[src/include/fir_settings.svh]
`ifndef FIR_SETTINGS_SVH
`define FIR_SETTINGS_SVH

// number of systolic elements. The filter itself has twice as many taps.
`define FIR_TAP_NUM 8

// signed sample width on input and output.
`define FIR_DATA_WIDTH 16

// coefficients are Q1.15 with the default width.
`define FIR_COEF_WIDTH 16

// fraction bits dropped by the rounding stage.
`define FIR_OUT_SHIFT (`FIR_COEF_WIDTH - 1)

`endif
[src/source/fir_pkg.sv]
`default_nettype none

`include "fir_settings.svh"

package fir_pkg;

    localparam int PREADD_WIDTH = `FIR_DATA_WIDTH + 1;
    localparam int PROD_WIDTH   = PREADD_WIDTH + `FIR_COEF_WIDTH;

    // the cascade grows by log2 of the element count so no partial sum can overflow.
    localparam int ACC_WIDTH    = PROD_WIDTH + $clog2(`FIR_TAP_NUM);

    localparam int COEF_ADDR_WIDTH = (`FIR_TAP_NUM > 1) ? $clog2(`FIR_TAP_NUM) : 1;

    typedef logic signed [`FIR_DATA_WIDTH-1:0] sample_t;
    typedef logic signed [`FIR_COEF_WIDTH-1:0] coef_t;
    typedef logic signed [PREADD_WIDTH-1:0]    preadd_t;
    typedef logic signed [PROD_WIDTH-1:0]      prod_t;
    typedef logic signed [ACC_WIDTH-1:0]       acc_t;

    typedef logic [COEF_ADDR_WIDTH-1:0] coef_addr_t;

endpackage

`default_nettype wire

[src/source/fir_tail_delay.sv]
`default_nettype none

`include "fir_settings.svh"

module fir_tail_delay
    import fir_pkg::*;
#(
    parameter int DEPTH = 2 * `FIR_TAP_NUM - 1
) (
    input  logic    clk_i,
    input  logic    rst_n_i,
    input  logic    en_i,
    input  sample_t data_i,
    output sample_t data_o
);

    sample_t stage [DEPTH];

    // the line only moves on a sample strobe, so its delay is counted in samples.
    always_ff @(posedge clk_i or negedge rst_n_i) begin
        if (!rst_n_i) begin
            for (int i = 0; i < DEPTH; i++) begin
                stage[i] <= '0;
            end
        end else if (en_i) begin
            stage[0] <= data_i;
            for (int i = 1; i < DEPTH; i++) begin
                stage[i] <= stage[i-1];
            end
        end
    end

    assign data_o = stage[DEPTH-1];  // oldest sample held in the line.

endmodule

`default_nettype wire

[config.mk]
export PLATFORM = sky130hd
export DESIGN_NAME = fir_tail_delay
export DESIGN_NICKNAME = d
export VERILOG_FILES = /design/src/source/fir_pkg.sv /design/src/source/fir_tail_delay.sv
export VERILOG_INCLUDE_DIRS = /design/src /design/src/include
export SDC_FILE = /design/constraint.sdc
export NUM_CORES = 1
export LEC_CHECK = 0
export ABC_CLOCK_PERIOD_IN_PS = 900
export BUFFER_PORTS_ARGS = -buffer_cell sky130_fd_sc_hd__buf_4
export CAP_MARGIN = 20
export CELL_PAD_IN_SITES_DETAIL_PLACEMENT = 1
export CELL_PAD_IN_SITES_GLOBAL_PLACEMENT = 1
export CORE_AREA = 8 8 168 170
export DETAILED_ROUTE_END_ITERATION = 16
export DIE_AREA = 0 0 176 178
export PLACE_DENSITY = 0.72
export SLEW_MARGIN = 20
export SYNTH_ARGS = -nofsm -noshare
export SYNTH_HDL_FRONTEND = slang
export SYNTH_SLANG_ARGS = --single-unit
[constraint.sdc]
create_clock -name clk_i -period 0.9 [get_ports clk_i]
set_input_delay 0.09 -clock clk_i [delete_from_list [all_inputs] [get_ports clk_i]]
set_output_delay 0.09 -clock clk_i [all_outputs]
set_load 0.03 [all_outputs]
Word level (Yosys, flattened, before mapping)
Cells that the tools add are included.
{ "totals": {"register_bits": 240, "input_bits": 19} }

Longest topological paths before layout
{ "logic_depth": {"depth_word": 0, "ltp_mapped": 4, "ltp_nobuf": 1} }

Least setup slack after synthesis
No wires, ideal clock.
{ "synth_path": {"path_kind": "in2reg", "from": "input port en_i", "to": "register stage (netlist bit data_o[0])", "setup_time_ns": 0.125, "arrival_time_ns": 0.794, "required_ns": 0.775, "slack_ns": -0.020, "stages": 4, "cell_sequence": "buf_6 buf_12 buf_12 mux2_4"} }
{ "synth_lines": {"columns": ["element", "line_no", "rtl"], "rows": [
  ["start, declared", "fir_tail_delay.sv:12", "input logic en_i,"],
  ["end signal, assigned by index", "fir_tail_delay.sv:28", "stage[i] <= stage[i-1];"],
  ["end, declared", "fir_tail_delay.sv:17", "sample_t stage [DEPTH];"]
]} }
No word-level cell between the ends.

Worst setup path after layout
{ "layout_path": {"from": "register stage (netlist bit data_o[8])", "to": "output port data_o[8]"} }
{ "layout_lines": {"columns": ["element", "line_no", "rtl"], "rows": [
  ["end, declared", "fir_tail_delay.sv:14", "output sample_t data_o"]
]} }
No word-level cell between the ends.

==> metrics.txt <==
status complete, but fails checks; failing checks negative setup slack; most common library cells after synthesis dfrtp_1 (240), mux2_4 (200), mux2_2 (40), buf_12 (22), buf_4 (16); Skew-Pair Late Insertion Delay 520 ps; Yosys warnings 0; total CTS buffers 26; Clock Sinks 240; Avg Vias per Cell 4.558; crit end category primary output; Final WS setup -270.9 ps; post-route ant nets 0; IO Count 35; Post-synth EDFFs 0; sequence of cells on the critical path buf_6; DRT iter0 DRCs 156; slowest CP cell dfrtp_1; Final Max Tran Viols 0; RSZ-0062 raised after global routing yes; post-synthesis register bit count 240; grt ovf 0; Max Cap Viol 0; nets 648; CP bufs+invs 1; initial core utilization 39.24%; CTS tree done; HPWL after DPL 10.38 mm; area leader, netlist dfrtp_1; H-tree levels 1; ys async rst share 100.0%; number of antenna violations at the first check in global routing 0; most common cell in the netlist dfrtp_1; CTS root buf clkbuf_16; CP max stage delay 410 ps; fin crit share 130.1%; WHS 23.85 ps; share of the synthesized area in the top cell type 59.75%; FILL cells 2385; clk buf depth 3; Die H 178 um; Worst Path Required 810 ps; Seq/Total Area, Yosys 59.75%; largest net degree at the start of global routing 65; Final Power 37.04 mW; antenna cells 0; Total GRT Usage 10.86%; vias in the first global route 5245; Setup CP Type reg -> out; RD Place Congestion 0.6220; Die Wd 176 um; syn avg cell area 19.22 sq um; skew final 4.998 ps; Avg WL per Cell 16.41 um; Max-slew headroom 76.58%; Pre-antenna DRT Iters 4; Final Setup Violations 21; # DRC 0; Hold Crit Class in -> async; RR Startpoint data_o[15]; cell depth of the worst setup path 1; Worst Reg2Reg Path Length in Cells 3; crit path DAT 1080 ps; Die ar. 31330 sq um; first-pass GRT wire length 28.36 mm; Util after Layout 46.93%; Rows 59; critical path launch point type register; CP max FO 2; total negative slack -4264 ps; Clock transition at path regs 60 ps; final hold violations 0; Worst VDD drop 1932 uV; Core ar. 25620 sq um; syn_nets 542; min Tclk post-route 1171 ps; pwr dens 3081 nW/um^2; via count 4476; area delta synth->final 19.59%; Pleak 5.786 nW; Post-synth top flop dfrtp_1; fin area 12020 sq um; Routed WL 16.11 mm; IO Port Bufs 34; number of distinct library cells after synthesis 7; Fmax achieved 854.0 MHz; Syn Inst Count 523; Critical Path Source data_o[8]; fraction of layout cells with a size suffix above 1 59.04%; Area after DPL 10770 sq um; Synth Cell Area 10050 sq um; critical path's top delay family flip-flops; Tightest Pin Transition 351.3 ps; top post-synthesis cells by area dfrtp_1 (60%), mux2_4 (30%), mux2_2 (4.5%), buf_12 (4.4%), buf_4 (1.2%)
## cells by family (layout without fill, tap and decap cells)
kind of cell / count (synthesis) / count (layout) / synth area share, %
mux: 240 / 240 / 34.36
buf+inv: 43 / 167 / 5.888
flops: 240 / 240 / 59.75
## registers in the layout, indices dropped and copies added, names as in the netlist
name,flops
data_o,16
stage,224
## timing repair
action / CTS / global route
setup buffers: 15 / 9
hold buffers: 17 / 0
hold endpoints to repair: 256 / 0
endpoints found under the setup margin: 16 / 30
gates resized for setup: 16 / 14
## through the flow
step	worst slack, ps	std cells
floorplan	-8.836	523
global route	-318.9	982
finish	-270.9	982
detailed placement	-119.8	902
CTS	-275.7	980
global placement	-94.35	902
## final cells by class
cell class | count | area, sq um | area share (%)
Tap cell | 335 | 419.2 | 3.487
Clock buffer | 41 | 788.3 | 6.558
Timing Repair Buffer | 121 | 1304 | 10.85
Clock inverter | 5 | 50.05 | 0.4164
Sequential cell | 240 | 6006 | 49.96
Multi-Input combinational cell | 240 | 3453 | 28.73
## layer usage
metal,GRT usage (%),share of wire [%]
met5,0,0
met4,2.826,2.2
met3,2.371,3.6
met2,17.78,47
met1,14.43,47
## layout by cell type (no fill, tap or decap), types with 4 or more instances in the layout
cell	n
mux2_4	200
clkbuf_1	8
dlygate4sd3_1	17
dfrtp_1	240
buf_12	18
mux2_2	40
buf_6	30
clkbuf_8	6
buf_4	54
clkinv_2	4
clkbuf_16	27
## where the power goes
part	switching [mW]	leakage [nW]	internal, mW
Sequential	2.59	2.86	14.9
Clock	4.07	0.415	6.25
Combinational	2.67	2.51	6.60
Total	9.33	5.79	27.7
## worst paths after layout
check	end	slack, ps
worst max register to register	data_o[15]	-100
worst min register to register	stage[79]	500
max in group asynchronous	stage[199]	250
min in group clk_i	stage[29]	50
worst min-delay path	stage[21]	20
worst max-delay path	data_o[8]	-270
(Power assumes the default switching activity.)
