==> src/include/fir_settings.svh <==
`ifndef FIR_SETTINGS_SVH
`define FIR_SETTINGS_SVH

// number of systolic elements. The filter itself has twice as many taps.
`define FIR_TAP_NUM 8

// signed sample width on input and output.
`define FIR_DATA_WIDTH 16

// coefficients are Q1.15 with the default width.
`define FIR_COEF_WIDTH 16

// fraction bits dropped by the rounding stage.
`define FIR_OUT_SHIFT (`FIR_COEF_WIDTH - 1)

`endif
==> src/source/fir_pkg.sv <==
`default_nettype none

`include "fir_settings.svh"

package fir_pkg;

    localparam int PREADD_WIDTH = `FIR_DATA_WIDTH + 1;
    localparam int PROD_WIDTH   = PREADD_WIDTH + `FIR_COEF_WIDTH;

    // the cascade grows by log2 of the element count so no partial sum can overflow.
    localparam int ACC_WIDTH    = PROD_WIDTH + $clog2(`FIR_TAP_NUM);

    localparam int COEF_ADDR_WIDTH = (`FIR_TAP_NUM > 1) ? $clog2(`FIR_TAP_NUM) : 1;

    typedef logic signed [`FIR_DATA_WIDTH-1:0] sample_t;
    typedef logic signed [`FIR_COEF_WIDTH-1:0] coef_t;
    typedef logic signed [PREADD_WIDTH-1:0]    preadd_t;
    typedef logic signed [PROD_WIDTH-1:0]      prod_t;
    typedef logic signed [ACC_WIDTH-1:0]       acc_t;

    typedef logic [COEF_ADDR_WIDTH-1:0] coef_addr_t;

endpackage

`default_nettype wire

==> src/source/fir_systolic_element.sv <==
`default_nettype none

`include "fir_settings.svh"

module fir_systolic_element
    import fir_pkg::*;
(
    input  logic    clk_i,
    input  logic    rst_n_i,
    input  logic    en_i,
    input  coef_t   coef_i,
    input  sample_t data_i,
    input  sample_t dataz_i,
    input  acc_t    casc_i,
    output sample_t cascdata_o,
    output acc_t    casc_o
);

    sample_t data_d1;
    sample_t data_d2;
    preadd_t preadd;
    prod_t   prod;
    acc_t    casc;

    // two registers per element on the near chain.
    // The mirrored operand moves one sample per element in the other direction.
    always_ff @(posedge clk_i or negedge rst_n_i) begin
        if (!rst_n_i) begin
            data_d1 <= '0;
            data_d2 <= '0;
        end else if (en_i) begin
            data_d1 <= data_i;
            data_d2 <= data_d1;
        end
    end

    // both taps of a symmetric pair share one coefficient.
    always_ff @(posedge clk_i or negedge rst_n_i) begin
        if (!rst_n_i) begin
            preadd <= '0;
        end else if (en_i) begin
            preadd <= preadd_t'(data_i) + preadd_t'(dataz_i);
        end
    end

    always_ff @(posedge clk_i or negedge rst_n_i) begin
        if (!rst_n_i) begin
            prod <= '0;
        end else if (en_i) begin
            prod <= preadd * coef_i;  // signed, full precision.
        end
    end

    always_ff @(posedge clk_i or negedge rst_n_i) begin
        if (!rst_n_i) begin
            casc <= '0;
        end else if (en_i) begin
            casc <= acc_t'(prod) + casc_i;
        end
    end

    assign cascdata_o = data_d2;
    assign casc_o     = casc;

endmodule

`default_nettype wire

==> config.mk <==
export PLATFORM = sky130hd
export DESIGN_NAME = fir_systolic_element
export DESIGN_NICKNAME = d
export VERILOG_FILES = /design/src/source/fir_pkg.sv /design/src/source/fir_systolic_element.sv
export VERILOG_INCLUDE_DIRS = /design/src /design/src/include
export SDC_FILE = /design/constraint.sdc
export NUM_CORES = 1
export LEC_CHECK = 0
export BUFFER_PORTS_ARGS = -buffer_cell sky130_fd_sc_hd__clkbuf_2
export CAP_MARGIN = 20
export CORE_UTILIZATION = 52
export CTS_BUF_LIST = sky130_fd_sc_hd__clkbuf_4 sky130_fd_sc_hd__clkbuf_8
export CTS_CLUSTER_SIZE = 16
export DETAILED_ROUTE_END_ITERATION = 16
export PLACE_DENSITY = 0.7
export SETUP_SLACK_MARGIN = 0.15
export SYNTH_ARGS = -nofsm -noshare
export SYNTH_HDL_FRONTEND = slang
export SYNTH_SLANG_ARGS = --single-unit
export TNS_END_PERCENT = 20
==> constraint.sdc <==
create_clock -name clk_i -period 19.3 [get_ports clk_i]
set_clock_uncertainty 0.15 [all_clocks]
set_input_delay 3.86 -clock clk_i [delete_from_list [all_inputs] [get_ports clk_i]]
set_output_delay 3.86 -clock clk_i [all_outputs]
set_load 0.02 [all_outputs]
Yosys cells after proc, flatten, opt, wreduce, memory -nomap -nowiden:

Cells that the tools add are included.

* input port bits: 87
* logic and storage cells: 8
* bits in registers: 118

* add/subtract/negate cells: 2
* $mul: 1

Operators with widths (count)
* 33-bit by 36-bit adder with 36-bit output: 1
* 17-bit by 16-bit multiplier with 33-bit output: 1
* 16-bit by 16-bit adder with 17-bit output: 1

Longest topological paths before layout:

* word-level depth: 1
* depth in mapped cells: 26
* mapped depth without buffers: 24

Worst setup path before layout:

No wires, ideal clock.

* kind: input -> register
* from: input port coef_i[7]
* to: register prod[22]
* data required time: 19.025 ns
* path slack: 9.545 ns
* library setup time: 0.125 ns
* buffers on the path: 2
* stages: 24
* arrival time: 9.480 ns
* path through: clkbuf_1 clkbuf_1 nand2_1 fa_1 inv_1 fa_1 inv_1 fa_1 inv_1 fa_1 fa_1 inv_1 fa_1 inv_1 ha_1 a21o_1 a21o_2 a21oi_1 o21ai_1 a311oi_2 o21bai_1 a21oi_1 xnor2_1 mux2_4

* longest elaborated chain between the ends: 1

RTL lines
* start: declaration: RTL line fir_systolic_element.sv:11 `input coef_t coef_i,`
* 17-bit by 16-bit multiplier with 33-bit output: RTL line fir_systolic_element.sv:50 `prod <= preadd * coef_i;`
* end signal: assignment: RTL line fir_systolic_element.sv:50
* end: declaration: RTL line fir_systolic_element.sv:22 `prod_t prod;`

No other way between the ends.
A chain may end at the register's enable or synchronous reset.

Final worst setup path:

* from: input port coef_i[2]
* to: register prod[32]

The elaborated chain is that of the path after synthesis.

==> impl_metrics.ini <==
[sta]
period_needed_ns = 9.715
setup_viol = 0
hold_viol = 0
max_freq_ghz = 0.1029
tightest_slew_ns = 1.004
period_share_pct = 50.34
rsz0062_at_grt = false
hold_slack_ns = 0.3388
tns_ns = 0
drv_slew = 0
slew_headroom_pct = 33.07

[cts]
clock_latency_ns = 0.46
numCtsBuffers = 17
cts_root_buffer = clkbuf_8
cts_sinks = 118
h-tree-depth = 4
clk_pin_slew_ns = 0.08
cts_hold_buffers = 0
cts_tree = done
cts.repair.resized = 0
cts_max_path_buffers = 2
cts_setup_buffers = 0

[worst_setup_path]
critPathRequiredTime_ns = 19.54
slowest_delay_ns = 0.52
worstSetupPathType = primary input to flip-flop
cp_slowest_cell = fa_1
end_kind = flip-flop
crit_arrival_ns = 9.95
crit_chain = clkbuf_2, nand2_1, fa_1, inv_1, fa_1, fa_1, fa_1, fa_1, inv_1, fa_1, inv_1, ha_1, a21o_1, a21o_1, a211oi_1, o21ai_0, a21oi_1, o21ai_2, o21a_1, or4_1, nand3_1
startpoint_type = primary input
critPathMostFrequentCell = fa_1
critPathBufInv = 4
critPathMaxFanout = 17
cp_top_family = adder cells

[finish]
stdcell_area_um2 = 18720
final_common_cell = inv_1
final_cell_mix = inv_1, fa_1, nand2_1
antennaDiodeCount = 0
nets = 2400
drive_gt1_share_pct = 14.79
area_growth_pct = 8.790

[global_route]
grt_pass1_vias = 13470
antenna_found_initial = 2
grt_pass1_wl_um = 66120
track_usage_pct = 24.71
grt_overflow_total = 0
grt_max_degree = 84

[place]
hpwl_um = 31600
port_buffers = 138
place.gp.congestion = 0.9175
placed_area_um2 = 18270

[routing]
first_pass_iters = 5
postRouteAntennaNets = 0
drc = 0
drtIter0Drc = 679
routed_wl_um = 38980
num_vias = 12750
wl_per_cell_um = 16.55
vias_per_cell = 5.415

[run]
cap_violations = 0

[yosys]
post_synth_inst_count = 1793
yosysSeqAreaShare_pct = 17.16
synth_area_leaders = fa_1, dfrtp_1, ha_1
synth_area_um2 = 17210
synth_warnings = 0
synth_enable_flop_cells = 0
synth-main-ff-cell = dfrtp_1
synth_seq_cells = 118
synth_top_area_share_pct = 32.34
ys_types = 68
async_flop_share_pct = 100.0
synth_top_cell_by_area = fa_1
avgSynthCellArea_um2 = 9.598
synth_fp_nets = 2293

[floorplan]
num_rows = 66
ios = 139
start_util_pct = 52.89
fp.dieH_um = 183.9
die_area_um2 = 33830
fp.coreArea_um2 = 32540
die_width_um = 183.9

[worst_hold_path]
hold_class = flip-flop to flip-flop

[outcome]
status = complete, no violations
-- through the flow --
stage,setup WS (ns),utilization [%],std cells
2_1_floorplan,9.545,-,1793
3_3_place_gp,9.257,56.16,2323
3_5_place_dp,9.165,56.16,2323
4_1_cts,9.641,57.54,2355
5_1_grt,9.278,57.54,2355
6_report,9.585,57.54,2355
-- area by class of cell --
cell class	instances	area, µm²
multi-input combinational	1266	12700
tap	442	553.0
sequential	118	2953
clock buffer	19	255.2
fill	2969	13810
timing repair buffer	145	748.2
inverter	352	1321
clock inverter	13	193.9
-- kinds of logic after synthesis --
kind of cell,after synthesis,share of synthesized area [%]
XOR/XNOR,65,3.308
AND/OR/NAND/NOR,444,12.53
flip-flops,118,17.16
multiplexers,83,5.446
adder cells (fa/ha/maj),413,42.16
buffers and inverters,409,9.059
AO/OA/AOI/OAI,261,10.34
-- worst reg2reg max path: cells and delay by family (launching register included) --
kind / cells / cell delay (ns)
flops: 1 / 0.78
fa+ha+maj: 7 / 3.40
simple gates: 3 / 0.85
buf+inv: 3 / 0.35
compound gates: 7 / 1.25
-- per-layer routing --
layer | GRT usage [%] | vias to the layer above | part of all wire, %
met3 | 3.843 | 58 | 4.5
li1 | - | 5900 | -
met2 | 43.36 | 295 | 52
met4 | 7.367 | 2 | 2.3
met1 | 31.35 | 6497 | 41
met5 | 0 | - | 0.033
-- Yosys cell counts, types with 3 or more instances --
| library cell | count |
|---|---|
| o21ai_1 | 10 |
| nor3_1 | 19 |
| inv_1 | 351 |
| nor2b_1 | 7 |
| nand2b_1 | 10 |
| mux2_2 | 81 |
| a21o_2 | 3 |
| and2_1 | 118 |
| or4_1 | 3 |
| xnor2_1 | 52 |
| a21o_1 | 30 |
| o21ai_0 | 41 |
| nor4_1 | 5 |
| nand2_1 | 184 |
| o2bb2ai_1 | 3 |
| fa_1 | 278 |
| dfrtp_1 | 118 |
| a31oi_1 | 16 |
| and3_1 | 4 |
| buf_1 | 4 |
| o211ai_1 | 4 |
| xor2_1 | 13 |
| a211oi_1 | 7 |
| ha_1 | 135 |
| o2111ai_1 | 5 |
| or2_2 | 3 |
| a21boi_0 | 3 |
| clkbuf_1 | 50 |
| nand3_1 | 14 |
| nand4_1 | 7 |
| a21oi_1 | 66 |
| o31ai_1 | 13 |
| o21a_1 | 13 |
| nor2_1 | 55 |
| o21bai_1 | 14 |
| or3_1 | 9 |
-- flip-flops by register name, indices dropped and copies added, names as in the netlist --
signal,cells
casc_o,36
prod,33
preadd,17
cascdata_o,16
data_d1,16
-- path summary, 6_finish.rpt --
kind | startpoint | end | slack (ns) | depth (start not counted)
max in group asynchronous | rst_n_i | preadd[12] | 14.41 | 2
min in group asynchronous | rst_n_i | casc_o[35] | 3.30 | 1
hold / removal | casc_o[3] | casc_o[3] | 0.34 | 1
setup reg to reg | preadd[16] | prod[32] | 12.45 | 20
setup / recovery | coef_i[2] | prod[32] | 9.59 | 21
hold reg to reg | casc_o[3] | casc_o[3] | 0.34 | 1
Power is left out: the tool's default activity adds up to more than one toggle a clock period on the data nets, which glitch-free logic cannot reach.
