--- config.mk ---
export PLATFORM = sky130hd
export DESIGN_NAME = fir_round_sat
export DESIGN_NICKNAME = d
export VERILOG_FILES = /design/src/source/fir_pkg.sv /design/src/source/fir_round_sat.sv
export VERILOG_INCLUDE_DIRS = /design/src /design/src/include
export SDC_FILE = /design/constraint.sdc
export NUM_CORES = 1
export LEC_CHECK = 0
export ABC_AREA = 0
export BUFFER_PORTS_ARGS = -buffer_cell sky130_fd_sc_hd__buf_4
export CAP_MARGIN = 20
export CORE_MARGIN = 5
export CORE_UTILIZATION = 25
export CTS_BUF_LIST = sky130_fd_sc_hd__clkbuf_4 sky130_fd_sc_hd__clkbuf_8 sky130_fd_sc_hd__clkbuf_16
export DETAILED_ROUTE_END_ITERATION = 8
export PLACE_DENSITY = 0.46
export SKIP_CTS_REPAIR_TIMING = 1
export SLEW_MARGIN = 20
export SYNTH_ARGS = -nofsm -noshare
export SYNTH_HDL_FRONTEND = slang
export SYNTH_SLANG_ARGS = --single-unit
--- constraint.sdc ---
create_clock -name clk_i -period 1.01 [get_ports clk_i]
set_input_delay 0.1515 -clock clk_i [delete_from_list [all_inputs] [get_ports clk_i]]
set_output_delay 0.1515 -clock clk_i [all_outputs]
set_load 0.02 [all_outputs]
--- src/include/fir_settings.svh ---
`ifndef FIR_SETTINGS_SVH
`define FIR_SETTINGS_SVH

// number of systolic elements. The filter itself has twice as many taps.
`define FIR_TAP_NUM 8

// signed sample width on input and output.
`define FIR_DATA_WIDTH 16

// coefficients are Q1.15 with the default width.
`define FIR_COEF_WIDTH 16

// fraction bits dropped by the rounding stage.
`define FIR_OUT_SHIFT (`FIR_COEF_WIDTH - 1)

`endif
--- src/source/fir_pkg.sv ---
`default_nettype none

`include "fir_settings.svh"

package fir_pkg;

    localparam int PREADD_WIDTH = `FIR_DATA_WIDTH + 1;
    localparam int PROD_WIDTH   = PREADD_WIDTH + `FIR_COEF_WIDTH;

    // the cascade grows by log2 of the element count so no partial sum can overflow.
    localparam int ACC_WIDTH    = PROD_WIDTH + $clog2(`FIR_TAP_NUM);

    localparam int COEF_ADDR_WIDTH = (`FIR_TAP_NUM > 1) ? $clog2(`FIR_TAP_NUM) : 1;

    typedef logic signed [`FIR_DATA_WIDTH-1:0] sample_t;
    typedef logic signed [`FIR_COEF_WIDTH-1:0] coef_t;
    typedef logic signed [PREADD_WIDTH-1:0]    preadd_t;
    typedef logic signed [PROD_WIDTH-1:0]      prod_t;
    typedef logic signed [ACC_WIDTH-1:0]       acc_t;

    typedef logic [COEF_ADDR_WIDTH-1:0] coef_addr_t;

endpackage

`default_nettype wire

--- src/source/fir_round_sat.sv ---
`default_nettype none

`include "fir_settings.svh"

module fir_round_sat
    import fir_pkg::*;
(
    input  logic    clk_i,
    input  logic    rst_n_i,
    input  logic    en_i,
    input  logic    odd_even_i,
    input  acc_t    acc_i,
    output sample_t out_o,
    output logic    sat_o,
    output logic    out_valid_o
);

    localparam int RND_WIDTH = ACC_WIDTH - `FIR_OUT_SHIFT + 1;

    localparam logic [`FIR_OUT_SHIFT-1:0] HALF = {1'b1, {(`FIR_OUT_SHIFT - 1){1'b0}}};

    localparam sample_t SAMPLE_MAX = {1'b0, {(`FIR_DATA_WIDTH - 1){1'b1}}};
    localparam sample_t SAMPLE_MIN = {1'b1, {(`FIR_DATA_WIDTH - 1){1'b0}}};

    logic signed [RND_WIDTH-1:0] trunc;
    logic signed [RND_WIDTH-1:0] rounded;
    logic [`FIR_OUT_SHIFT-1:0]   frac;
    logic                        round_up;
    logic                        sat_hi;
    logic                        sat_lo;
    sample_t                     out_next;

    // arithmetic shift floors, so frac is always the positive remainder.
    assign trunc = RND_WIDTH'(acc_i >>> `FIR_OUT_SHIFT);
    assign frac  = acc_i[`FIR_OUT_SHIFT-1:0];

    // on an exact half the parity of the floor decides the direction.
    // odd_even_i low gives an even result and high gives an odd one.
    assign round_up = (frac > HALF) || ((frac == HALF) && (trunc[0] ^ odd_even_i));

    assign rounded = trunc + {{(RND_WIDTH - 1){1'b0}}, round_up};  // extra bit absorbs the carry.

    assign sat_hi = rounded > SAMPLE_MAX;
    assign sat_lo = rounded < SAMPLE_MIN;

    always_comb begin
        if (sat_hi) begin
            out_next = SAMPLE_MAX;
        end else if (sat_lo) begin
            out_next = SAMPLE_MIN;
        end else begin
            out_next = rounded[`FIR_DATA_WIDTH-1:0];
        end
    end

    always_ff @(posedge clk_i or negedge rst_n_i) begin
        if (!rst_n_i) begin
            out_o       <= '0;
            sat_o       <= 1'b0;
            out_valid_o <= 1'b0;
        end else begin
            out_valid_o <= en_i;  // one strobe out for each strobe in.
            if (en_i) begin
                out_o <= out_next;
                sat_o <= sat_hi || sat_lo;
            end
        end
    end

endmodule

`default_nettype wire

# Word level (Yosys, flattened, before mapping)
# Cells that the tools add are included.
word_totals:
  ff_bits: 18
  in_bits: 40
  out_inout_bits: 18
  elab_cells: 14
op_classes:
  addsub: 1
  magnitude_cmp: 3
  n_eq_ne: 1
  muxes: 2
  n_bitwise: 1
  reduce_logical: 3
op_table:
  columns: ["op", "n"]
  rows:
  - ["16-bit 2-to-1 mux", 2]
  - ["21-bit by 2-bit adder with 22-bit output", 1]
  - ["22-bit by 16-bit greater-than comparator with 1-bit output (second input constant)", 1]
  - ["22-bit by 16-bit < comparator with 1-bit output (second input constant)", 1]
  - ["15-bit == test (second input constant)", 1]
  - ["15-bit greater-than comparator (second input constant)", 1]
  - ["1-bit logical OR", 2]
  - ["1-bit logical AND", 1]
  - ["1-bit bitwise XOR", 1]

# Longest topological paths before layout
logic_depth:
  ltp_word: 7
  depth_mapped: 13
  depth_no_buf: 11

# Worst setup path before layout
# Ideal clock, no wire load.
synth_path:
  path_kind: "input to register"
  startpoint: "input port acc_i[1]"
  endpoint: "register out_o[2]"
  setup_ns: 0.131
  t_arrival_ns: 2.687
  t_required_ns: 0.879
  slack_ns: -1.808
  path_stages: 11
  path_buffers: 2
  path_cell_list: "or4_1 o41a_1 ha_1 ha_1 and3_1 clkbuf_1 a31oi_1 a31oi_1 nor4_4 buf_6 o22ai_1"
synth_via:
  elab_chain_len: 7
  elab_cells_between_ends: 9
  classes_between: "1 x add/sub; 3 x order compare; 1 x eq/ne; 2 x mux; 2 x reduce/logical"
synth_rtl:
  columns: ["element", "line_no", "text"]
  rows:
  - ["from (decl)", "fir_round_sat.sv:12", "input acc_t acc_i,"]
  - ["branches (longest 2 deep; another with 15-bit greater-than comparator)", null, null]
  - ["1-bit logical OR *", "fir_round_sat.sv:39", "assign round_up = (frac > HALF) || ((frac == HALF) && (trunc[0] ^ odd_even_i));"]
  - ["21-bit by 2-bit adder with 22-bit output *", "fir_round_sat.sv:41", "assign rounded = trunc + {{(RND_WIDTH - 1){1'b0}}, round_up};"]
  - ["22-bit by 16-bit < comparator with 1-bit output", "fir_round_sat.sv:44", "assign sat_lo = rounded < SAMPLE_MIN;"]
  - ["16-bit 2-to-1 mux", "fir_round_sat.sv:49", "end else if (sat_lo) begin"]
  - ["16-bit 2-to-1 mux *", "fir_round_sat.sv:47", "if (sat_hi) begin"]
  - ["to (signal assigned)", "fir_round_sat.sv:64", "out_o <= out_next;"]
  - ["to (decl)", "fir_round_sat.sv:13", "output sample_t out_o,"]
# Mark *: on every way between the ends.
# A chain may end at the register's enable or synchronous reset.

# Worst setup path after layout
layout_path:
  startpoint: "input port acc_i[2]"
  endpoint: "register out_o[11]"
# Same word-level chain as after synthesis.

==> results.yml <==
power_and_ir_drop:
  ir_drop_mv: 0.6854
  power.density_nw_per_um2: 879.9
  leakagePower_nw: 1.057
final_layout:
  final_nets: 300
  fillCellCount: 496
  drive_gt1_frac: 0.5547
  final_area_um2: 2511
  num_antenna_cells: 0
  area_delta_synth_final_pct: 90.42
  fin_cells: 326
  post-route-util: 0.4917
route:
  dr.pass1.iters: 4
  drt-wirelength-per-cell_um: 15.58
  via_per_inst: 4.804
  first_iter_violations: 45
  num_vias: 1566
  drc_errors: 0
  ant_nets: 0
  wirelength_um: 5079
floorplan:
  die_area_um2: 6828
  io_pins: 58
  floorplan.rows: 26
  die_y_um: 82.63
  core_um2: 5107
  start_util: 0.2582
  die_w_um: 82.63
global_routing:
  grt_pass1_wl_um: 7065
  grt_use_total: 0.1317
  antenna_found_initial: 0
  first_global_vias: 1540
  grt_max_degree: 24
  gr-total-overflow: 0
logic_synthesis:
  syn-mean-instance-area_um2: 8.619
  synth_flop_cell: "dfrtp_1"
  async_reset_ff_frac: 1.000
  ys_warn_count: 0
  syn_nets: 195
  ys_types: 37
  ys_ff_latch: 18
  synth_top_area_share: 0.3416
  yosysMostFrequentCell: "o21ai_0"
  synth_common_cells: "o21ai_0, dfrtp_1, o22ai_1"
  yosys.area.top_type: "dfrtp_1"
  synthTopCellsByArea: "dfrtp_1, o21ai_0, o22ai_1"
  ys_seq_area_frac: 0.3416
  syn_inst: 153
  synth_edf_count: 0
  synthesis.area_um2: 1319
placement:
  place_ws_ns: -1.744
  place_area_um2: 2171
  gp_congestion: 0.8399
  port_buffers: 57
  dp.cells: 314
  post-dp-hpwl_um: 3661
timing:
  skew_ns: 0
  finalSetupViolCount: 17
  fin_crit_ns: 2.404
  hold_viol_final: 0
  setup_tns_ns: -22.88
  tightest_slew_ns: 0.3615
  slew_viol_final: 0
  setup_slack_ns: -1.394
  fmaxAchievable_mhz: 416.1
  rsz0062_at_grt: "yes"
  finalCritPeriodShare: 2.380
  slew_headroom: 0.7564
cts:
  clk_pin_slew_ns: 0.07
  tritoncts: "yes"
  clkLatencyLatePin_ns: 0.25
  root_buffer: "clkbuf_8"
  clock_path_buffers: 2
  h-tree-depth: 1
  numCtsBuffers: 3
  clock_sinks: 18
critical_path:
  crit_type: "in -> reg"
  crit_required_ns: 1.13
  start_kind: "primary input"
  crit_fanout: 8
  arrival_ns: 2.53
  cp-end-kind: "flop"
job:
  cap_violations: 0
outcome:
  violations: "negative setup slack"
  status: "finished, violations left"
hold_path:
  hp-class: "in -> reg"
## state kept, by name, indices dropped and copies added, names as in the netlist
| signal | count |
|---|---|
| out_o | 16 |
| sat_o | 1 |
| out_valid_o | 1 |
## through the flow
stage	hold WS, ns	total power [W]
floorplan	-0.1441	0.001134
global placement	0.03089	0.001590
detailed placement	0.03525	0.001603
CTS	-0.2339	0.002095
global route	0.1097	0.002320
finish	0.1110	0.002210
## report_power, final
| part | internal, W | switching, W |
|---|---|---|
| combinational | 0.000443 | 0.000425 |
| clock | 0.000265 | 0.000236 |
| sequential | 0.000790 | 0.0000509 |
| total | 0.00150 | 0.000712 |
## final timing paths
kind,from,end,slack (ns),cells past startpoint
hold / removal,en_i,out_valid_o$_DFF_PN0_,0.11,1
setup / recovery,acc_i[2],out_o[11]$_DFFE_PN0P_,-1.39,12
min in group asynchronous,rst_n_i,out_o[9]$_DFFE_PN0P_,0.30,2
hold reg to reg,out_o[15]$_DFFE_PN0P_,out_o[15]$_DFFE_PN0P_,0.52,2
max in group asynchronous,rst_n_i,out_o[4]$_DFFE_PN0P_,0.51,2
setup reg to reg,out_o[13]$_DFFE_PN0P_,out_o[13]$_DFFE_PN0P_,0.05,2
## critical path, stage by stage
cell,delay [ns]
buf_4,0.10
or4_1,0.49
o41a_1,0.37
ha_4,0.20
ha_4,0.16
and3_4,0.17
nand4_1,0.15
xnor2_2,0.10
nor4_4,0.23
buf_4,0.18
clkbuf_16,0.16
o22ai_4,0.06
## layout make-up
cell class | count | area [µm²] | share of cell area
repair buffers | 107 | 883.3 | 0.3518
multi-input cells | 125 | 1037 | 0.4131
inverters | 3 | 11.26 | 0.004484
flip-flops and latches | 18 | 450.4 | 0.1794
clock buffers | 3 | 41.29 | 0.01644
well taps | 70 | 87.58 | 0.03488
## metal layers
layer,vias up,global-route usage,share of wire
met3,2,0.01735,0.031
met1,748,0.1755,0.45
met5,-,0,0
li1,786,-,-
met2,30,0.2308,0.52
met4,0,0.01961,0.0028
## kinds of logic after synthesis
group,share of synthesized area
XOR/XNOR,0.1195
AND/OR/NAND/NOR,0.2363
AO/OA/AOI/OAI,0.2457
flip-flops,0.3416
buffers and inverters,0.03794
adder cells (fa/ha/maj),0.01897
## layout by cell type, fill, tap and decap left out, types with 2 or more instances in the layout
cell type and instances:
nand2_1 9, xor2_1 8, nand3_4 3, nand3_1 8, xnor2_1 9, a31oi_1 2
o22ai_2 10, nor3_1 2, nor4_2 2, ha_4 2, nand4_1 5, o21ai_0 28
o21ai_1 2, dfrtp_1 18, buf_12 3, buf_6 6, inv_1 3, nand3_2 2
clkbuf_8 3, buf_4 96, nor2_1 6, o22ai_1 2, o22ai_4 2, nor4_4 3
No activity file was read; power rests on OpenSTA's default activity.
