`config.mk`:
```
export PLATFORM = sky130hd
export DESIGN_NAME = fir_coef_bank
export DESIGN_NICKNAME = d
export VERILOG_FILES = /design/src/source/fir_pkg.sv /design/src/source/fir_coef_bank.sv
export VERILOG_INCLUDE_DIRS = /design/src /design/src/include
export SDC_FILE = /design/constraint.sdc
export NUM_CORES = 1
export LEC_CHECK = 0
export ABC_AREA = 1
export BUFFER_PORTS_ARGS = -buffer_cell sky130_fd_sc_hd__buf_4
export CORE_ASPECT_RATIO = 1.2
export CORE_MARGIN = 3
export CORE_UTILIZATION = 50
export CTS_CLUSTER_SIZE = 30
export DETAILED_ROUTE_END_ITERATION = 6
export PLACE_DENSITY_LB_ADDON = 0.3
export SKIP_LAST_GASP = 1
export SYNTH_ARGS = -nofsm -noshare
export SYNTH_HDL_FRONTEND = slang
export SYNTH_SLANG_ARGS = --single-unit
```
`constraint.sdc`:
```
create_clock -name clk_i -period 0.8 [get_ports clk_i]
set_clock_uncertainty 0.05 [all_clocks]
set_input_delay 0.2 -clock clk_i [delete_from_list [all_inputs] [get_ports clk_i]]
set_output_delay 0.2 -clock clk_i [all_outputs]
set_load 0.01 [all_outputs]
```
`src/include/fir_settings.svh`:
```
`ifndef FIR_SETTINGS_SVH
`define FIR_SETTINGS_SVH

// number of systolic elements. The filter itself has twice as many taps.
`define FIR_TAP_NUM 8

// signed sample width on input and output.
`define FIR_DATA_WIDTH 16

// coefficients are Q1.15 with the default width.
`define FIR_COEF_WIDTH 16

// fraction bits dropped by the rounding stage.
`define FIR_OUT_SHIFT (`FIR_COEF_WIDTH - 1)

`endif
```
`src/source/fir_pkg.sv`:
```
`default_nettype none

`include "fir_settings.svh"

package fir_pkg;

    localparam int PREADD_WIDTH = `FIR_DATA_WIDTH + 1;
    localparam int PROD_WIDTH   = PREADD_WIDTH + `FIR_COEF_WIDTH;

    // the cascade grows by log2 of the element count so no partial sum can overflow.
    localparam int ACC_WIDTH    = PROD_WIDTH + $clog2(`FIR_TAP_NUM);

    localparam int COEF_ADDR_WIDTH = (`FIR_TAP_NUM > 1) ? $clog2(`FIR_TAP_NUM) : 1;

    typedef logic signed [`FIR_DATA_WIDTH-1:0] sample_t;
    typedef logic signed [`FIR_COEF_WIDTH-1:0] coef_t;
    typedef logic signed [PREADD_WIDTH-1:0]    preadd_t;
    typedef logic signed [PROD_WIDTH-1:0]      prod_t;
    typedef logic signed [ACC_WIDTH-1:0]       acc_t;

    typedef logic [COEF_ADDR_WIDTH-1:0] coef_addr_t;

endpackage

`default_nettype wire

```
`src/source/fir_coef_bank.sv`:
```
`default_nettype none

`include "fir_settings.svh"

module fir_coef_bank
    import fir_pkg::*;
(
    input  logic       clk_i,
    input  logic       rst_n_i,
    input  logic       we_i,
    input  coef_addr_t addr_i,
    input  coef_t      data_i,
    output coef_t      coef_o [`FIR_TAP_NUM]
);

    logic [`FIR_TAP_NUM-1:0] wr_sel;
    coef_t                   bank [`FIR_TAP_NUM];

    // one select line per entry. An address past the last tap matches no line.
    always_comb begin
        for (int i = 0; i < `FIR_TAP_NUM; i++) begin
            wr_sel[i] = we_i && (addr_i == coef_addr_t'(i));
        end
    end

    always_ff @(posedge clk_i or negedge rst_n_i) begin
        if (!rst_n_i) begin
            for (int i = 0; i < `FIR_TAP_NUM; i++) begin
                bank[i] <= '0;
            end
        end else begin
            for (int i = 0; i < `FIR_TAP_NUM; i++) begin
                if (wr_sel[i]) begin
                    bank[i] <= data_i;  // new value is seen by the elements next cycle.
                end
            end
        end
    end

    assign coef_o = bank;

endmodule

`default_nettype wire

```
# Word-level counts from Yosys, hierarchy flattened

Cells that the tools add are included.

Register bits after elaboration: 128
Input bits: 22

Equality and inequality tests: 7
Reductions and logical operators: 9

Operator list:

| kind               | count |
|---|---|
| $eq 3x3->1 const B | 4 |
| $logic_and 1x1->1  | 8 |
| $eq 3x2->1 const B | 2 |
| $eq 3x1->1 const B | 1 |
| $logic_not 3->1    | 1 |

# Logic depth before layout (Yosys ltp)

Gate-level depths: netlist of the first run.

Word-level depth: 2
Gate-level depth with buffers: 7
Mapped depth without buffers: 5

# Worst setup path after synthesis of the first run

Ideal clock, no wire load.

Kind: input to register
From: in we_i
To: reg bank, in the netlist coef_o[37]
Setup time: 0.117 ns
Arrival: 0.974 ns
Data required time: 0.633 ns
Slack: -0.341 ns
Stages on the path: 7
Path buffers: 2
Cells stage by stage: nand2_1 inv_2 buf_2 nand2_1 buf_2 nand2_1 nand2_1

Word-level cells in the longest chain between the ends: 1

RTL lines:

| what                            | RTL line            | RTL |
|---|---|---|
| from (decl)                     | fir_coef_bank.sv:10 | `input logic we_i,` |
| $logic_and 1x1->1               | fir_coef_bank.sv:22 | `wr_sel[i] = we_i && (addr_i == coef_addr_t'(i));` |
| to (signal, indexed assignment) | fir_coef_bank.sv:34 | `bank[i] <= data_i;` |
| to (decl)                       | fir_coef_bank.sv:17 | `` coef_t bank [`FIR_TAP_NUM]; `` |

Every way passes these cells.
A chain may end at the register's enable or synchronous reset.

# Final worst setup path of the first run

From: reg bank, in the netlist coef_o[106]
To: out coef_o[106] (netlist name)

RTL lines:

| what      | RTL line            | RTL |
|---|---|---|
| to (decl) | fir_coef_bank.sv:13 | `` output coef_t coef_o [`FIR_TAP_NUM] `` |

No word-level cell between the ends.

==> summary.md, run 1 <==
| Metric | Value |
|---|---|
| Post-DRT Antenna Nets | `0` |
| Max-Cap Viols | `0` |
| Place WS | `-493 ps` |
| Placed wire-length estimate | `10.4 mm` |
| Max Slew Vio Count | `0` |
| Crit path depth | `1` |
| Commonest non-fill, non-tap cell in the layout | `nand2_1` |
| Vias in the first global route | `5,182` |
| Htree depth | `4` |
| HP Class | `input pin to flip-flop` |
| Pre-antenna DRT Iters | `5` |
| I/O Pins | `150` |
| DR iter-0 viols | `413` |
| Rows | `39` |
| Violated checks | `setup timing` |
| # port buffers | `149` |
| Detailed-route via count | `5,187` |
| Setup_tns | `-52,560 ps` |
| Worst-case clock buffer depth | `2` |
| Total grt overflow | `0` |
| Syn_nets | `601` |
| Critical setup path kind | `flip-flop to primary output` |
| R2R Setup Slk | `-150 ps` |
| Drc violations | `0` |
| Total core area | `0.00966 mm²` |
| Crit-path max FO | `2` |
| Inst Count DP | `835` |
| Initial Util | `52.3%` |
| Post-Synth Adder-Cell Area | `0%` |
| Startpoint type of the worst setup path | `flip-flop` |
| Distinct cells, synth | `11` |
| GRT Total Usage | `32.3%` |
| Worst Path Arrival | `1020 ps` |
| Simple-Gate Fraction of Synth Area | `32.3%` |
| CTS tree | `done` |
| Data required time of the critical path | `550 ps` |
| Fin area | `0.00848 mm²` |
| Crit share post-route | `159%` |
| Power Density | `2780 mW/mm²` |
| Setup WS post-layout | `-471 ps` |
| Number of CTS-inserted buffers | `17` |
| Clock root buffer | `clkbuf_16` |
| First-pass GRT wire length | `27.8 mm` |
| Worst setup EP type | `primary output` |
| Termination of the worst setup path | `coef_o[106]` |
| Pin count of the biggest net entering global routing | `41` |
| Clk sinks | `128` |
| Die Y | `116 µm` |
| Slew margin rel. | `81.8%` |
| Commonest non-fill, non-tap cells in the layout | `nand2_1 (277), buf_6 (177), dfrtp_1 (128)` |
| ANT cells | `0` |
| Tot Pwr | `23.6 mW` |
| Final setup violation count | `175` |
| Main combinational cell family by area after synthesis | `simple AND/OR/NAND/NOR gates` |
| Maximum vdd drop | `1.91 mV` |
| Final wirelength | `19.8 mm` |
| Die X | `97.8 µm` |
| Yosys reg bits | `128` |
| Leakage power | `4.53 nW` |
| Synth Instances | `579` |
| Area grow syn2layout | `67.9%` |
| Reg2reg end | `coef_o[21]` |
| Post-place instance area | `0.00658 mm²` |
| CP Cell Sequence | `buf_6` |
| Reg2reg start | `coef_o[21]` |
| Clk pin slew, worst setup/hold paths | `60 ps` |
| Synth Area in XOR/XNOR | `0%` |
| Syn avg cell area | `8.72 µm²` |
| Slowest-stage cell, CP | `dfrtp_1` |
| Hold Violations, Final | `0` |
| Worst slew pin tran | `272 ps` |
| Clock latency on the worst-skew pair | `410 ps` |
| GPL Wtd Cong | `0.808` |
| Period minus WS final | `1270 ps` |
| Initial antenna violation count | `0` |
| Synth warnings | `0` |
| Post-Layout Cell Count | `930` |
| Share of post-route cells with drive strength above 1 | `42.0%` |
| Max reg flops | `128` |
| Synth Area in Compound Gates | `0%` |
| Vias per cell | `5.58` |
| Critical path origin | `coef_o[106]` |
| Register area share after synthesis | `63.4%` |
| Fmax | `787 MHz` |
| Family with the most delay on the worst path | `flip-flops` |
| Full die area | `0.0113 mm²` |
| Worst hold slack | `30.2 ps` |
| Layout Nets | `816` |
| Fill cells | `425` |
| CP peak stage delay | `450 ps` |
| Mux contribution to synthesized area | `0%` |
| Mapped Area | `0.00505 mm²` |
| Routed WL per cell | `21.3 µm` |
| RSZ-0062 raised after global routing | `yes` |
| Post-route core utilization | `87.8%` |
| CP bufs+invs | `1` |
| Status | `finished, violations left` |
| FF-to-FF path depth | `4` |
==> final cells by class <==
type	instances	area, µm²	share of cell area [%]
Clock inverter	11	139	1.64
Timing Repair Buffer	236	2600	30.7
Multi-Input combinational cell	405	1890	22.3
Tap cell	123	154	1.81
Inverter	6	40.0	0.472
Sequential cell	128	3200	37.8
Clock buffer	21	450	5.31
==> cell usage after synthesis, drive strengths merged <==
master / instances / area, µm²
dfrtp: 128 / 3200
nor2: 8 / 60.1
nand3: 64 / 320
clkbuf: 12 / 50.1
inv: 6 / 22.5
buf: 28 / 145
nand2: 333 / 1250
==> where the power goes <==
| group | total [mW] | internal, mW | switching, mW | leakage [nW] |
|---|---|---|---|---|
| registers | 8.90 | 7.70 | 1.20 | 1.61 |
| logic | 6.90 | 3.98 | 2.92 | 2.64 |
| clock network | 7.79 | 4.95 | 2.84 | 0.287 |
| total | 23.6 | 16.6 | 6.97 | 4.53 |
==> worst min path at each step <==
| stage | startpoint | depth (start not counted) | end | slack, ps |
|---|---|---|---|---|
| after global placement | rst_n_i | 1 | coef_o[49] | 4 |
| after detailed placement | rst_n_i | 1 | coef_o[49] | 8 |
| after CTS | data_i[4] | 3 | coef_o[20] | 20 |
| final | data_i[4] | 3 | coef_o[20] | 30 |
| after floorplan | rst_n_i | 0 | coef_o[0] | -150 |
| after global routing | data_i[4] | 3 | coef_o[68] | 40 |
==> logic make-up (layout without fill, tap and decap cells) <==
kind of cell           count (synthesis)  in the layout
buffers and inverters                 46            274
DFF                                  128            128
and+or+nand+nor                      405            405
==> timing repair <==
action | CTS | global route
hold endpoints to repair | 128 | 0
setup buffers | 43 | 30
hold buffers | 1 | 0
resized for setup | 137 | 97
setup endpoints to repair | 149 | 196
pin swaps | 2 | 30
==> tightest hold or removal path, cell delays in order <==
cell and delay, ps:
buf_4 150, nand2_1 60, nand2_1 50
==> layer usage <==
layer	global-route usage [%]	vias up	part of all wire [%]	routed length, µm
met5	0	-	0	0
met4	16.0	0	5.7	1140
met3	8.36	96	8.0	1580
li1	-	2210	-	-
met1	37.3	2527	34	6790
met2	56.5	354	52	10300
(Power assumes the default switching activity.)
==> inputs of run 2 (changes only) <==
CELL_PAD_IN_SITES_DETAIL_PLACEMENT = 1   (was default)
CELL_PAD_IN_SITES_GLOBAL_PLACEMENT = 2   (was default)
CORE_ASPECT_RATIO = 0.9   (was 1.2)
CORE_UTILIZATION = 30   (was 50)
==> summary.md, run 2 (synthesized netlist as in run 1, its figures left out) <==
| Metric | Value |
|---|---|
| Vias per cell | `4.71 (-16%)` |
| GPL Wtd Cong | `0.745 (-7.8%)` |
| Crit path depth | `1 (unchanged)` |
| Violated checks | `setup timing` |
| Critical path origin | `coef_o[107]` |
| Top Metal Used | `met4` |
| Reg2reg end | `coef_o[98]` |
| Startpoint type of the worst setup path | `flip-flop` |
| Initial Util | `31.0% (-21 points)` |
| Power Density | `2770 mW/mm² (-0.61%)` |
| CP bufs+invs | `1 (unchanged)` |
| Routed WL per cell | `18.5 µm (-14%)` |
| Critical setup path kind | `flip-flop to primary output` |
| Htree depth | `4 (unchanged)` |
| Commonest non-fill, non-tap cells in the layout | `nand2_1 (286), buf_6 (171), dfrtp_1 (128)` |
| Worst-case clock buffer depth | `2 (unchanged)` |
| CP Cell Sequence | `buf_6` |
| Met1 WL | `8.02 mm (+18%)` |
| Slowest-stage cell, CP | `dfrtp_1` |
| Leakage power | `4.57 nW (+0.84%)` |
| Max-Cap Viols | `0 (unchanged)` |
| CP peak stage delay | `420 ps (-30 ps)` |
| Share of post-route cells with drive strength above 1 | `41.0% (-0.97 points)` |
| Vias in the first global route | `5,082 (-1.9%)` |
| Sw power | `6.56 mW (-5.8%)` |
| # port buffers | `149 (unchanged)` |
| Inst Count DP | `919 (+10%)` |
| Data required time of the critical path | `550 ps (about the same)` |
| Pin count of the biggest net entering global routing | `44 (+7.3%)` |
| Worst setup EP type | `primary output` |
| Layout Nets | `820 (+0.49%)` |
| Crit-path max FO | `2 (unchanged)` |
| Hold Violations, Final | `0 (unchanged)` |
| Clock share of power | `35.0% (+2.0 points)` |
| Pre-antenna DRT Iters | `4 (-1)` |
| CTS tree | `done` |
| HP Class | `input pin to flip-flop` |
| Area grow syn2layout | `70.5%` |
| Final wirelength | `18.8 mm (-5.5%)` |
| Reg2reg start | `coef_o[98]` |
| Fin area | `0.00861 mm² (+1.6%)` |
| Period minus WS final | `1230 ps (-43.2 ps)` |
| Post-Layout Cell Count | `1,016 (+9.2%)` |
| Slew margin rel. | `81.4% (-0.48 points)` |
| Worst slew pin tran | `279 ps (+7.21 ps)` |
| Commonest non-fill, non-tap cell in the layout | `nand2_1` |
| Full die area | `0.0184 mm² (+62%)` |
| Fmax | `815 MHz (+3.5%)` |
| Total grt overflow | `0 (unchanged)` |
| Initial antenna violation count | `0 (unchanged)` |
| Rows | `44 (+13%)` |
| Die Y | `129 µm (+11%)` |
| Placed wire-length estimate | `12.3 mm (+19%)` |
| R2R Setup Slk | `-120 ps (+30 ps)` |
| Maximum vdd drop | `1.45 mV (-24%)` |
| Clock root buffer | `clkbuf_16` |
| Total core area | `0.0163 mm² (+69%)` |
| FF-to-FF path depth | `4 (unchanged)` |
| Comb pwr share | `28.0% (-1.2 points)` |
| Number of CTS-inserted buffers | `17 (unchanged)` |
| Detailed-route via count | `4,781 (-7.8%)` |
| Status | `finished, violations left` |
| DR iter-0 viols | `185 (-55%)` |
| Sequential share of power | `36.9% (-0.8 points)` |
| Worst Path Arrival | `980 ps (-40 ps)` |
| Die X | `143 µm (+46%)` |
| RSZ-0062 raised after global routing | `yes` |
| Crit share post-route | `153% (-5.4 points)` |
| Post-DRT Antenna Nets | `0 (unchanged)` |
| Internal power | `17.3 mW (+3.8%)` |
| Termination of the worst setup path | `coef_o[107]` |
| Final setup violation count | `152 (-13%)` |
| Post-place instance area | `0.00669 mm² (+1.7%)` |
| GRT Total Usage | `20.5% (-12 points)` |
| I/O Pins | `150 (unchanged)` |
| Max Slew Vio Count | `0 (unchanged)` |
| ANT cells | `0 (unchanged)` |
| First-pass GRT wire length | `28.7 mm (+3.3%)` |
| Clk sinks | `128 (unchanged)` |
| Max reg flops | `128 (unchanged)` |
| Family with the most delay on the worst path | `flip-flops` |
| Drc violations | `0 (unchanged)` |
| Setup WS post-layout | `-428 ps (+43.2 ps)` |
| Met2 wire length | `9.07 mm (-12%)` |
| Clk pin slew, worst setup/hold paths | `50 ps (about the same)` |
| Switching share of power | `27.6% (-2.0 points)` |
| Total length of routed met3 wires | `1.39 mm (-12%)` |
| Clock latency on the worst-skew pair | `410 ps (about the same)` |
[run 2: cell types whose count changed in the layout (fill, tap and decap cells not counted), sizes merged]
cell / delta
buf: +4
bufinv: +1
clkbuf: +4
clkinv: -5
clkinvlp: -2
[run 2: power by group through the flow]
stage          clock network (mW)  registers [mW]  logic, mW
6_report                     8.35            8.80       6.68
5_1_grt                      8.83            8.93       7.25
4_1_cts                      8.50            8.73       5.96
3_5_place_dp                    0            8.62       4.60
3_3_place_gp                    0            8.58       4.47
2_1_floorplan                   0            9.00       1.28
[run 2: cell type report]
type                       instances  area [µm²]
fill                            1808        7680
sequential                       128        3200
timing repair buffer             240        2610
multi-input combinational        405        1880
clock buffer                      25         505
tap                              207         259
clock inverter                     5         125
inverter                           6        37.5
[run 2: timing repair]
item                                    in CTS  in global routing
gates resized for setup                    141                 78
endpoints found under the setup margin     158                181
hold buffers                                 1                  0
pin swaps                                    2                 27
endpoints found under the hold margin      128                  0
setup buffers                               40                 32
[run 2: through the flow]
step / setup WS (ps) / setup TNS, ps / util, % / power [mW] / hold WS (ps)
floorplan: -123 / -10340 / - / 10.3 / -146
finish: -428 / -51050 / 52.9 / 23.8 / 33.6
global placement: -466 / -47270 / 41.1 / 13.1 / 144
CTS: -446 / -52660 / 50.1 / 23.2 / 21.7
detailed placement: -518 / -50940 / 41.1 / 13.2 / 143
global route: -459 / -57180 / 52.9 / 25.0 / 18.5
[run 2: worst min-delay path by stage]
stage	from	cells after the start	slack [ps]	to
6_report	data_i[15]	3	30	coef_o[79]
5_1_grt	data_i[15]	3	20	coef_o[79]
4_1_cts	data_i[15]	3	20	coef_o[79]
3_5_place_dp	rst_n_i	2	140	coef_o[74]
3_3_place_gp	rst_n_i	2	140	coef_o[74]
2_1_floorplan	rst_n_i	0	-150	coef_o[0]
[run 2: metal layers]
| layer | up-vias | track usage [%] |
|---|---|---|
| met5 | - | 0 |
| met4 | 0 | 7.38 |
| met3 | 20 | 6.13 |
| met2 | 156 | 32.6 |
| met1 | 2392 | 26.8 |
| li1 | 2213 | - |
==> inputs of run 3 (changes only) <==
CORE_UTILIZATION = 25   (was 30)
clock period = 1.35 ns   (was 0.8 ns; I/O delays follow)
==> summary.md, run 3 (synthesized netlist as in run 1, its figures left out) <==
| Metric | Value |
|---|---|
| Post-DRT Antenna Nets | `0 (unchanged)` |
| Hold Startpoint | `data_i[0]` |
| Die Y | `141 µm (+9.1%)` |
| Pre-antenna DRT Iters | `5 (+1)` |
| Htree depth | `4 (unchanged)` |
| CTS tree | `done` |
| Clock root buffer | `clkbuf_16` |
| Family with the most delay on the worst path | `flip-flops` |
| Internal power | `9.75 mW (-44%)` |
| FF-to-FF path depth | `4 (unchanged)` |
| Total grt overflow | `0 (unchanged)` |
| Pin count of the biggest net entering global routing | `33 (-25%)` |
| Power Density | `1640 mW/mm² (-41%)` |
| CP bufs+invs | `1 (unchanged)` |
| Total core area | `0.0195 mm² (+20%)` |
| Crit share post-route | `101%` |
| Final setup violation count | `7 (-95%)` |
| Fmax | `732 MHz` |
| Comb pwr share | `26.3% (-1.7 points)` |
| I/O Pins | `150 (unchanged)` |
| Slowest-stage cell, CP | `dfrtp_1` |
| Detailed-route via count | `4,731 (-1.0%)` |
| Share of post-route cells with drive strength above 1 | `34.3% (-6.7 points)` |
| Leakage power | `4.44 nW (-2.8%)` |
| Placed wire-length estimate | `12.7 mm (+2.8%)` |
| # port buffers | `149 (unchanged)` |
| Crit-path max FO | `2 (unchanged)` |
| Setup WS post-layout | `-16.7 ps (+411 ps)` |
| Clock latency on the worst-skew pair | `410 ps (about the same)` |
| Termination of the worst setup path | `coef_o[77]` |
| Maximum vdd drop | `0.692 mV (-52%)` |
| Fill cells | `2,260 (+25%)` |
| Rows | `48 (+9.1%)` |
| Slew margin rel. | `75.7% (-5.7 points)` |
| Final wirelength | `18.8 mm (about the same)` |
| Initial Util | `25.9% (-5.1 points)` |
| Switching share of power | `27.9% (+0.35 points)` |
| Vias in the first global route | `5,014 (-1.3%)` |
| Sw power | `3.77 mW (-43%)` |
| Layout Nets | `822 (+0.24%)` |
| Hold Violations, Final | `0 (unchanged)` |
| Max reg flops | `128 (unchanged)` |
| Critical setup path kind | `flip-flop to primary output` |
| Commonest non-fill, non-tap cells in the layout | `nand2_1 (333), dfrtp_1 (128), buf_6 (119)` |
| Reg2reg end | `coef_o[20]` |
| Violated checks | `setup timing` |
| GPL Wtd Cong | `0.758 (+1.8%)` |
| CP Cell Sequence | `buf_6` |
| Routed WL per cell | `17.7 µm (-4.4%)` |
| Number of CTS-inserted buffers | `17 (unchanged)` |
| Worst setup EP type | `primary output` |
| GRT Total Usage | `17.3% (-3.2 points)` |
| Clk pin slew, worst setup/hold paths | `60 ps (about the same)` |
| Drc violations | `0 (unchanged)` |
| ANT cells | `0 (unchanged)` |
| Sequential share of power | `38.3% (+1.4 points)` |
| Setup_tns | `-57.1 ps (+50,990 ps)` |
| CP peak stage delay | `430 ps (about the same)` |
| R2R Setup Slk | `430 ps (+550 ps)` |
| Data required time of the critical path | `960 ps (+410 ps)` |
| Area grow syn2layout | `62.9%` |
| Commonest non-fill, non-tap cell in the layout | `nand2_1` |
| Reg area | `0.00320 mm² (unchanged)` |
| RSZ-0062 raised after global routing | `yes` |
| Vias per cell | `4.45 (-5.4%)` |
| Max Slew Vio Count | `0 (unchanged)` |
| Die X | `156 µm (+9.1%)` |
| DR iter-0 viols | `198 (+7.0%)` |
| Worst slew pin tran | `364 ps (+85.5 ps)` |
| First-pass GRT wire length | `28.9 mm (+0.63%)` |
| Startpoint type of the worst setup path | `flip-flop` |
| Reg2reg start | `coef_o[20]` |
| Status | `finished, violations left` |
| Multi-input gate area | `0.00164 mm² (-13%)` |
| Clock share of power | `35.3% (+0.3 points)` |
| Initial antenna violation count | `0 (unchanged)` |
| Max-Cap Viols | `0 (unchanged)` |
| Critical path origin | `coef_o[77]` |
| HP Class | `input pin to flip-flop` |
| Full die area | `0.0219 mm² (+19%)` |
| Place WS | `-15.2 ps (+503 ps)` |
| Clk sinks | `128 (unchanged)` |
| Period minus WS final | `1370 ps` |
| Crit path depth | `1 (unchanged)` |
| Worst-case clock buffer depth | `2 (unchanged)` |
| Worst Path Arrival | `980 ps (about the same)` |
run 3: cell count changes in the layout (fill, tap and decap cells not counted), sizes merged:
cell	delta
bufinv	-1
clkinv	+1
buf	+2
clkbuf	+2
run 3: per-stage QoR:
step / cell area [µm²] / utilization [%] / power (mW) / cells / hold slack [ps]
after floorplan: 5050 / - / 6.05 / 579 / -8.09
after global placement: 6700 / 34.3 / 7.74 / 967 / 209
after detailed placement: 6700 / 34.3 / 7.82 / 967 / 213
after CTS: 7850 / 40.2 / 13.3 / 1026 / 165
after global routing: 8230 / 42.2 / 14.2 / 1063 / 176
final: 8230 / 42.2 / 13.5 / 1063 / 187
run 3: metal layers:
metal	wire length [µm]	track usage, %
met1	8510	22.7
met2	9190	28.3
met3	815	3.96
met4	246	5.62
met5	0	0
run 3: worst min-delay path by stage:
stage	end	cells past startpoint
6_report	coef_o[32]	3
5_1_grt	coef_o[32]	3
4_1_cts	coef_o[32]	3
3_5_place_dp	coef_o[1]	1
3_3_place_gp	coef_o[3]	1
2_1_floorplan	coef_o[0]	0
run 3: repair_timing:
action                                  CTS  global route
buffers inserted                         26            37
endpoints found under the setup margin  102           126
gates resized for setup                  91            27
pin swaps                                 0             0
hold buffers                              1             0
hold endpoints to repair                 25             0
run 3: final cells by class:
cell class / count / share of cell area [%]
timing repair buffer: 242 / 29.8
multi-input combinational: 405 / 19.9
inverter: 6 / 0.274
tap: 250 / 3.80
clock inverter: 5 / 1.22
clock buffer: 27 / 6.11
sequential: 128 / 38.9
run 3: power groups by stage:
stage          Clock, mW  Combinational (mW)  Sequential, mW
2_1_floorplan          0               0.713            5.34
3_3_place_gp           0                2.62            5.12
3_5_place_dp           0                2.70            5.12
4_1_cts             4.87                3.23            5.16
5_1_grt             5.05                3.89            5.26
6_report            4.78                3.56            5.18
